File: src/logic/acq_pkg.sv
// ========================================
// shared widths, register map and types for the acquisition path
// sample word layout matches what the host unpacks on read
// ========================================
`default_nettype none

package acq_pkg;

   // ========================================
   // widths
   // ========================================
   localparam int adc_w  = 14;
   localparam int dac_w  = 16;
   localparam int word_w = 32;

   // ========================================
   // host register map
   // ========================================
   localparam logic [7:0] addr_ctrl   = 8'h00;
   localparam logic [7:0] addr_adcmux = 8'h01;
   localparam logic [7:0] addr_thresh = 8'h02;
   localparam logic [7:0] addr_dac    = 8'h03;
   localparam logic [7:0] addr_trig   = 8'h40;   // trigger word, self clearing

   // bits in the control word
   localparam int ctrl_trig_en_bit  = 0;
   localparam int ctrl_soft_rst_bit = 2;
   localparam int ctrl_capture_bit  = 4;

   // bit in the trigger word
   localparam int trig_manual_bit = 1;

   // live configuration, fanned out to tagger and fifo
   typedef struct packed {
      logic             trig_en;
      logic             capture_en;
      logic             soft_rst;    // level, held until host clears it
      logic [adc_w-1:0] threshold;
      logic [dac_w-1:0] dac_value;
   } acq_cfg_t;

   // field view of one stored sample
   typedef struct packed {
      logic [dac_w-1:0] dac_value;   // 31..16
      logic [adc_w-1:0] sample;      // 15..2, restored bit order
      logic             trig_fall;   // 1
      logic             trig_rise;   // 0
   } sample_fields_t;

   // same 32 bits, raw for storage and readout, fields for packing
   typedef union packed {
      logic [word_w-1:0] raw;
      sample_fields_t    fields;
   } sample_word_u;

endpackage

`default_nettype wire

File: src/logic/acq_regs.sv
// ========================================
// host register block, single write strobe, no readback
// writes land on the next edge, unknown addresses dropped
// trigger word yields a one cycle manual_trig pulse
// ========================================
`timescale 1ns/1ns
`default_nettype none

module acq_regs
   import acq_pkg::*;
(
   input  logic              okClk,
   input  logic              rst,
   input  logic              reg_wr,
   input  logic [7:0]        reg_addr,
   input  logic [word_w-1:0] reg_wdata,
   output acq_cfg_t          cfg,
   output logic              manual_trig,
   output logic [1:0]        adc_mux
);

   // ========================================
   // control and data registers
   // ========================================
   always_ff @(posedge okClk) begin
      if (rst) begin
         cfg         <= '0;   // trig, capture and soft reset all off
         adc_mux     <= 2'd0;
         manual_trig <= 1'b0;
      end else begin
         manual_trig <= 1'b0;   // pulse only lasts one cycle
         if (reg_wr) begin
            case (reg_addr)
               addr_ctrl: begin
                  cfg.trig_en    <= reg_wdata[ctrl_trig_en_bit];
                  cfg.soft_rst   <= reg_wdata[ctrl_soft_rst_bit];
                  cfg.capture_en <= reg_wdata[ctrl_capture_bit];
               end
               addr_adcmux: begin
                  adc_mux <= reg_wdata[1:0];   // board mux pins
               end
               addr_thresh: begin
                  cfg.threshold <= reg_wdata[adc_w-1:0];
               end
               addr_dac: begin
                  // stands in for the serial dac, value only tags samples
                  cfg.dac_value <= reg_wdata[dac_w-1:0];
               end
               addr_trig: begin
                  manual_trig <= reg_wdata[trig_manual_bit];
               end
               default: begin
               end
            endcase
         end
      end
   end

endmodule

`default_nettype wire

File: src/logic/acq_top.sv
// ========================================
// acquisition path top, single okClk domain
// host side is a plain write strobe and a read strobe
// samples are never stalled, a full fifo only drops them
// ========================================
`timescale 1ns/1ns
`default_nettype none

module acq_top
   import acq_pkg::*;
#(
   parameter int DEPTH      = 16,
   parameter int BLOCK_SIZE = 8,
   parameter int FILL_LEVEL = 12
) (
   input  logic                   okClk,
   input  logic                   rst,
   // host register writes
   input  logic                   reg_wr,
   input  logic [7:0]             reg_addr,
   input  logic [word_w-1:0]      reg_wdata,
   // adc side
   input  logic                   adc_strobe,
   input  logic [adc_w-1:0]       adc_data,   // bit reversed
   // host readout
   input  logic                   rd_en,
   output logic [word_w-1:0]      rd_data,
   output logic                   rd_valid,
   // status
   output logic [1:0]             adc_mux,
   output logic [$clog2(DEPTH):0] fill_count,
   output logic                   overflow,
   output logic                   block_ready,
   output logic                   fill_trigger
);

   acq_cfg_t     cfg;
   logic         manual_trig;
   logic         word_wr;
   sample_word_u word;

   // ========================================
   // instances
   // ========================================
   acq_regs u_regs (
      .okClk       (okClk),
      .rst         (rst),
      .reg_wr      (reg_wr),
      .reg_addr    (reg_addr),
      .reg_wdata   (reg_wdata),
      .cfg         (cfg),
      .manual_trig (manual_trig),
      .adc_mux     (adc_mux)
   );

   sample_tagger u_tagger (
      .okClk       (okClk),
      .rst         (rst),
      .cfg         (cfg),
      .manual_trig (manual_trig),
      .adc_strobe  (adc_strobe),
      .adc_data    (adc_data),
      .word_wr     (word_wr),
      .word        (word)
   );

   sample_fifo #(.DEPTH(DEPTH)) u_fifo (
      .okClk    (okClk),
      .rst      (rst),
      .cfg      (cfg),
      .word_wr  (word_wr),
      .word     (word),
      .rd_en    (rd_en),
      .rd_data  (rd_data),
      .rd_valid (rd_valid),
      .count    (fill_count),
      .overflow (overflow)
   );

   block_throttle #(
      .DEPTH      (DEPTH),
      .BLOCK_SIZE (BLOCK_SIZE),
      .FILL_LEVEL (FILL_LEVEL)
   ) u_throttle (
      .okClk        (okClk),
      .rst          (rst),
      .count        (fill_count),   // same count the host sees
      .block_ready  (block_ready),
      .fill_trigger (fill_trigger)
   );

endmodule

`default_nettype wire

File: src/logic/block_throttle.sv
// ========================================
// block_ready and fill level trigger from the fifo count
// both outputs lag count by one cycle
// ========================================
`timescale 1ns/1ns
`default_nettype none

module block_throttle
   import acq_pkg::*;
#(
   parameter int DEPTH      = 16,   // sizes the count port only
   parameter int BLOCK_SIZE = 8,
   parameter int FILL_LEVEL = 12
) (
   input  logic                   okClk,
   input  logic                   rst,
   input  logic [$clog2(DEPTH):0] count,
   output logic                   block_ready,
   output logic                   fill_trigger
);

   localparam int CW = $clog2(DEPTH) + 1;
   localparam logic [CW-1:0] block_lvl = CW'(BLOCK_SIZE);
   localparam logic [CW-1:0] fill_lvl  = CW'(FILL_LEVEL);

   logic above;     // count at or past the fill level
   logic above_q;

   assign above = (count >= fill_lvl);

   always_ff @(posedge okClk) begin
      if (rst) begin
         block_ready  <= 1'b0;
         fill_trigger <= 1'b0;
         above_q      <= 1'b0;
      end else begin
         block_ready  <= (count >= block_lvl);   // a whole block can be read
         above_q      <= above;
         fill_trigger <= above & ~above_q;       // once per upward crossing
      end
   end

endmodule

`default_nettype wire

File: src/logic/sample_fifo.sv
// ========================================
// single clock sample fifo, DEPTH a power of two
// writes when full are dropped and set a sticky overflow
// rd_data is valid one cycle after an accepted rd_en
// ========================================
`timescale 1ns/1ns
`default_nettype none

module sample_fifo
   import acq_pkg::*;
#(
   parameter int DEPTH = 16
) (
   input  logic                   okClk,
   input  logic                   rst,
   input  acq_cfg_t               cfg,
   input  logic                   word_wr,
   input  sample_word_u           word,
   input  logic                   rd_en,
   output logic [word_w-1:0]      rd_data,
   output logic                   rd_valid,
   output logic [$clog2(DEPTH):0] count,
   output logic                   overflow
);

   localparam int AW = $clog2(DEPTH);
   localparam logic [AW:0] full_lvl = (AW+1)'(DEPTH);

   logic [word_w-1:0] mem [DEPTH];
   logic [AW-1:0]     wr_ptr;
   logic [AW-1:0]     rd_ptr;
   logic              full;
   logic              empty;
   logic              do_wr;
   logic              do_rd;

   assign full  = (count == full_lvl);
   assign empty = (count == '0);
   assign do_wr = word_wr & ~full;
   assign do_rd = rd_en & ~empty;   // empty reads ignored

   // ========================================
   // pointers, occupancy, flags
   // ========================================
   always_ff @(posedge okClk) begin
      if (rst || cfg.soft_rst) begin
         wr_ptr   <= '0;
         rd_ptr   <= '0;
         count    <= '0;
         rd_valid <= 1'b0;
         overflow <= 1'b0;
      end else begin
         rd_valid <= do_rd;
         if (do_wr) wr_ptr <= wr_ptr + 1'b1;   // wraps at DEPTH
         if (do_rd) rd_ptr <= rd_ptr + 1'b1;
         case ({do_wr, do_rd})
            2'b10:   count <= count + 1'b1;
            2'b01:   count <= count - 1'b1;
            default: count <= count;   // both or neither, level unchanged
         endcase
         if (word_wr && full) overflow <= 1'b1;
      end
   end

   // storage and read port
   always_ff @(posedge okClk) begin
      if (do_wr) mem[wr_ptr] <= word.raw;
      if (do_rd) rd_data <= mem[rd_ptr];
   end

endmodule

`default_nettype wire

File: src/logic/sample_tagger.sv
// ========================================
// edge detect, trigger qualify and pack one word per strobe
// adc_data arrives bit reversed from the board wiring
// word_wr follows adc_strobe by one cycle when capture is on
// ========================================
`timescale 1ns/1ns
`default_nettype none

module sample_tagger
   import acq_pkg::*;
(
   input  logic             okClk,
   input  logic             rst,
   input  acq_cfg_t         cfg,
   input  logic             manual_trig,
   input  logic             adc_strobe,
   input  logic [adc_w-1:0] adc_data,
   output logic             word_wr,
   output sample_word_u     word
);

   logic [adc_w-1:0] sample_fix;    // restored bit order
   logic [adc_w-1:0] prev_sample;
   logic             prev_valid;    // no edge on first sample
   logic             man_pend;
   logic             man_now;
   logic             rise;
   logic             fall;
   logic             do_wr;
   sample_word_u     next_word;

   // undo the board bit swap, adc bit 0 came in on the msb
   always_comb begin
      for (int i = 0; i < adc_w; i++) begin
         sample_fix[i] = adc_data[adc_w-1-i];
      end
   end

   // ========================================
   // edges and trigger bits
   // ========================================
   assign rise    = prev_valid && (prev_sample < cfg.threshold) && (sample_fix >= cfg.threshold);
   assign fall    = prev_valid && (prev_sample >= cfg.threshold) && (sample_fix < cfg.threshold);
   assign man_now = man_pend | manual_trig;   // pulse may coincide with a strobe
   assign do_wr   = adc_strobe & cfg.capture_en;

   always_comb begin
      next_word.fields.dac_value = cfg.dac_value;
      next_word.fields.sample    = sample_fix;
      next_word.fields.trig_fall = (fall & cfg.trig_en) | man_now;
      next_word.fields.trig_rise = (rise & cfg.trig_en) | man_now;
   end

   always_ff @(posedge okClk) begin
      if (rst || cfg.soft_rst) begin
         prev_valid <= 1'b0;
         man_pend   <= 1'b0;
         word_wr    <= 1'b0;
      end else begin
         word_wr <= do_wr;
         if (adc_strobe) prev_valid <= 1'b1;
         man_pend <= man_now & ~do_wr;   // consumed by the next word written
      end
   end

   // payload, qualified by prev_valid and word_wr
   always_ff @(posedge okClk) begin
      if (adc_strobe) prev_sample <= sample_fix;
      if (do_wr) word <= next_word;
   end

endmodule

`default_nettype wire

File: config.mk
export PLATFORM = sky130hd
export DESIGN_NAME = acq_top
export DESIGN_NICKNAME = d
export VERILOG_FILES = /design/src/logic/acq_pkg.sv /design/src/logic/acq_regs.sv /design/src/logic/acq_top.sv /design/src/logic/block_throttle.sv /design/src/logic/sample_fifo.sv /design/src/logic/sample_tagger.sv
export SDC_FILE = /design/constraint.sdc
export NUM_CORES = 1
export LEC_CHECK = 0
export BUFFER_PORTS_ARGS = -buffer_cell sky130_fd_sc_hd__buf_2
export CAP_MARGIN = 30
export CORE_MARGIN = 1
export CORE_UTILIZATION = 55
export CTS_BUF_LIST = sky130_fd_sc_hd__clkbuf_8
export DETAILED_ROUTE_END_ITERATION = 8
export GPL_TIMING_DRIVEN = 0
export PLACE_DENSITY = 0.84
export SYNTH_ARGS = -nofsm -noshare
export SYNTH_HDL_FRONTEND = slang
export SYNTH_SLANG_ARGS = --single-unit
File: constraint.sdc
create_clock -name okClk -period 7.8 [get_ports okClk]
set_input_delay 1.56 -clock okClk [delete_from_list [all_inputs] [get_ports okClk]]
set_output_delay 1.56 -clock okClk [all_outputs]
set_load 0.02 [all_outputs]
==> run summary <==
STA classifies the critical path startpoint as a primary input. The routed length on met3 is ~5100 um. For this design, the slowest cell found on the critical path is sky130_fd_sc_hd__a21boi_4. Following the worst setup path forward leads to its endpoint at u_fifo.count[4].

The clock slew at the register clock pins of the worst setup and hold paths is ~0.060 ns. Tracing the worst setup path back leads to its startpoint at rd_en. The floorplan core area is 0.04412 mm^2.

In this run, the combinational gates consume 0.9% of the power. The cell area after synthesis is approximately 0.025 mm^2. The clock tree from TritonCTS is done. The type of the tightest min-delay check is flip-flop to flip-flop. The maximum fanout along the worst path is 18. The actual slew at the worst max-slew pin came out at 1.036 ns.

The number of levels in the clock H-tree came out at 3. The number of hold buffers added after CTS was 0. The count of buffers added by post-CTS timing repair for setup is 0.

The synthesized design contains about 650 register bits. The area of the die came out at ~0.046 mm^2. The total power draw is ~6.3 mW.

The cell-internal power is about 5 mW. The final layout net count is 1,464. The delay of the slowest cell on the worst path is ~0.80 ns.

The static leakage came out at 9.135 nW. At the later pin of the worst-skew pair, clock insertion delay measures 0.66 ns. The most used flip-flop cell after synthesis is sky130_fd_sc_hd__edfxtp_1. The number of global-route vias before repair is roughly 13,000. The via-per-instance ratio came out at between 5 and 6. The detailed-placement wirelength estimate came out at between 30,000 and 40,000 um.

The hold slack came out at between 0.3 and 0.4 ns. The depth of the worst register-to-register path came out at 11. The clock tree buffer depth is 3.

The flow ran to the end, and the final reports show no timing, DRC or antenna violations. The detailed router finished its first iteration with between 1,000 and 1,500 violations. The total I/O pin count came out at between 100 and 150. The async set-reset flop share out of synthesis came out at 0%. In the final layout, the share of cells above drive strength 1 is just under 30%. The number of synthesized flops with an enable pin came out at 590. The number of iterations in the first detailed-routing pass is 5.

The sum of met2 wire segment lengths after detailed routing is roughly 27,000 um. The pin count of the biggest net entering global routing is 34. Setup repair after global routing left no endpoint under its margin.

The final setup violation count came out at 0. The remaining routing DRC violations came out at 0. The count of buffering cells on the critical path with inverters included came out at 2. Buffers inserted during clock tree synthesis total just under 100. For the final routed database, the setup TNS stands at 0 ns.

In this run the cell area measured after placement is about 0.026 mm^2. The critical path runs through a total of 10 cells. The all-layer global routing usage is ~24%.

The post-route clock skew came out at approximately 0.025 ns. The worst path in the final design needs a cycle of between 3 and 4 ns, including I/O delays and setup. The initial antenna violation count came out at 0.

The vias after detailed routing came out at 12,184. The summed area of non-filler cells in the final layout is between 0.02 and 0.03 mm^2. The clock sink count came out at 647. After detailed routing, no signal wire sits above met4. Of the total power, the clock network draws between 30% and 40%. The share of power burned in registers came out at between 50% and 60%. For flop-to-flop paths, the worst setup slack is ~4.3 ns. The proportion of total power due to net switching is ~20%. The max-slew violation count came out at 0. Among all cell types in the netlist, the one instantiated most often is sky130_fd_sc_hd__edfxtp_1. The worst endpoint required time came out at roughly 8.4 ns. The reported max-cap violation count came out at 0. Yosys attributes the largest share of cell area to sky130_fd_sc_hd__edfxtp_1, sky130_fd_sc_hd__mux4_2, sky130_fd_sc_hd__dfxtp_1. The signal on the critical path passes through buf_2 > a21boi_4 > ha_1 > inv_1 > fa_1 > nor2b_1 > o21ai_0 > and3_1 > or4_1 > a21oi_1. The highest attainable clock frequency is 0.2616 GHz.

The final wirelength is between 50,000 and 60,000 um. The power density over the cells is between 200 and 250 mW/mm^2. The register area share after synthesis came out at between 70% and 80%. The antenna violation net count after detailed routing is 0.

During placement, the flow inserted port buffers numbering between 80 and 90. The number of hold violations in the final report came out at 0. The net load switching power came out at roughly 1.3 mW. The number of distinct library cells after synthesis is 35. The post-synthesis average cell area came out at approximately 21 um^2. The worst setup path is of the primary input to flip-flop kind. The worst-case vdd ir drop is between 150 and 200 uV. Counting every net in the synthesized netlist gives roughly 1,300. The post-synthesis instance total came out at 1,154. The row count came out at 77. The first-pass GRT wire length is between 70,000 and 80,000 um. In this run the tightest slew margin relative to its limit is between 30% and 40%. The synthesis-to-layout area growth is 14.21%. The reg-to-reg critical path endpoint is u_fifo.count[4]. The fraction of synthesized cell area taken by the top area cell type is roughly 70%. The number of warnings reported in the yosys synthesis log is 0. The top cell family by delay on the critical path is compound AO/OA/AOI/OAI gates. 0 antenna diodes ended up in the layout. The count of instances resized after the clock tree is built is 0. The average wire per standard cell is ~26 um.

Data arrives at the worst endpoint at 4.40 ns. The global-route congestion overflow total came out at 0. The effective utilization at floorplan came out at 55.67%. The post-route met1 wirelength is between 15,000 and 20,000 um. The part of the cycle the worst path needs came out at 49.00%. The x dimension of the die came out at between 200 and 250 um. In this run the clock root is driven by a sky130_fd_sc_hd__clkbuf_8.

The startpoint identified for the worst register-to-register timing path is u_fifo.count[0]. The congestion estimate from routability-driven global placement came to ~0.84. The number of inserted filler cells in the final layout is 2,872. sky130_fd_sc_hd__edfxtp_1 takes more of the synthesized area than any other cell. Measured along the y axis, the die boundary spans between 200 and 250 um. The type of destination of the critical path is a flip-flop. Sorting the synthesized cells by how often they occur yields sky130_fd_sc_hd__edfxtp_1, sky130_fd_sc_hd__mux4_2, sky130_fd_sc_hd__nor2_1.
## routing by layer
| metal | up-vias | track usage, % |
|---|---|---|
| li1 | 5135 | - |
| met1 | 6252 | 31.68 |
| met2 | 702 | 40.52 |
| met3 | 95 | 5.207 |
| met4 | 0 | 8.842 |
| met5 | - | 0 |
## layout by cell type, fill, tap and decap left out, drive strengths merged, types with 2 or more instances in the layout
cell / netlist / final
edfxtp: 590 / 590
mux4: 160 / 160
buf: 29 / 142
clkbuf: 22 / 124
inv: 28 / 67
nor2: 60 / 60
dfxtp: 57 / 57
nand2: 44 / 44
ha: 37 / 37
a21oi: 34 / 34
clkinv: 0 / 31
mux2i: 23 / 23
nor3: 12 / 12
nand4: 7 / 7
o21ai: 7 / 7
nand2b: 6 / 6
clkinvlp: 0 / 6
nand3: 5 / 5
xor2: 5 / 5
nor2b: 4 / 4
a21boi: 4 / 4
o31ai: 3 / 3
and3: 3 / 3
xnor2: 3 / 3
or3: 2 / 2
## sequential cells by signal, indices dropped and copies added, names as in the netlist, 2 cells and up
signal / flops
u_fifo.count: 5
u_regs.cfg: 33
u_fifo.rd_data: 32
u_tagger.prev_sample: 14
u_fifo.mem: 512
u_fifo.rd_ptr: 4
u_tagger.word: 32
u_fifo.wr_ptr: 4
u_regs.adc_mux: 2
## how the worst min path moves through the flow
stage,endpoint,depth (start not counted),startpoint,slack [ns]
after floorplan,u_throttle.fill_trigger,1,u_throttle.above_q,0.37
after global placement,u_throttle.fill_trigger,1,u_throttle.above_q,0.38
after detailed placement,u_throttle.fill_trigger,1,u_throttle.above_q,0.39
after CTS,u_throttle.fill_trigger,1,u_throttle.above_q,0.39
after global routing,u_throttle.fill_trigger,1,u_throttle.above_q,0.42
final,u_throttle.fill_trigger,1,u_throttle.above_q,0.39
## power groups by stage
stage / combinational, mW / clock [mW] / sequential [mW]
global route: 0.0603 / 2.67 / 3.74
finish: 0.0539 / 2.48 / 3.74
global placement: 0.0505 / 0 / 3.81
floorplan: 0.0241 / 0 / 3.81
CTS: 0.0538 / 2.52 / 3.74
detailed placement: 0.0533 / 0 / 3.81
## stage by stage
step	util, %	setup slack (ns)	instances
floorplan	-	2.496	1154
global placement	58.31	0.3308	1831
detailed placement	59.53	3.385	1857
CTS	63.52	4.067	2036
global route	63.57	3.930	2038
finish	63.57	3.978	2038
## final cells by class
cell class	instances	area, um^2	area share [%]
clock buffers	102	1404	5.004
flip-flops and latches	647	18860	67.23
inverters	28	105.1	0.3747
plain buffers	51	284.0	1.012
repair buffers	113	865.8	3.087
well taps	592	740.7	2.640
multi-input cells	428	5436	19.38
clock inverters	77	357.8	1.276
## cell families (layout without fill, tap and decap cells)
| group | count (synthesis) | in the layout | share of synthesized area [%] |
|---|---|---|---|
| buffers and inverters | 79 | 371 | 1.584 |
| adder cells (fa/ha/maj) | 38 | 38 | 1.966 |
| multiplexers | 183 | 183 | 15.61 |
| AND/OR/NAND/NOR | 148 | 148 | 2.644 |
| flip-flops | 647 | 647 | 76.78 |
| AO/OA/AOI/OAI | 51 | 51 | 1.136 |
| XOR/XNOR | 8 | 8 | 0.2853 |
## worst reg2reg max path: cells and delay by family (launching register included)
family	cells	cell delay, ns
compound gates	3	0.67
fa+ha+maj	2	0.64
buf+inv	2	0.25
flops	1	0.35
simple gates	4	1.50
Power figures use the tool's default switching activity.
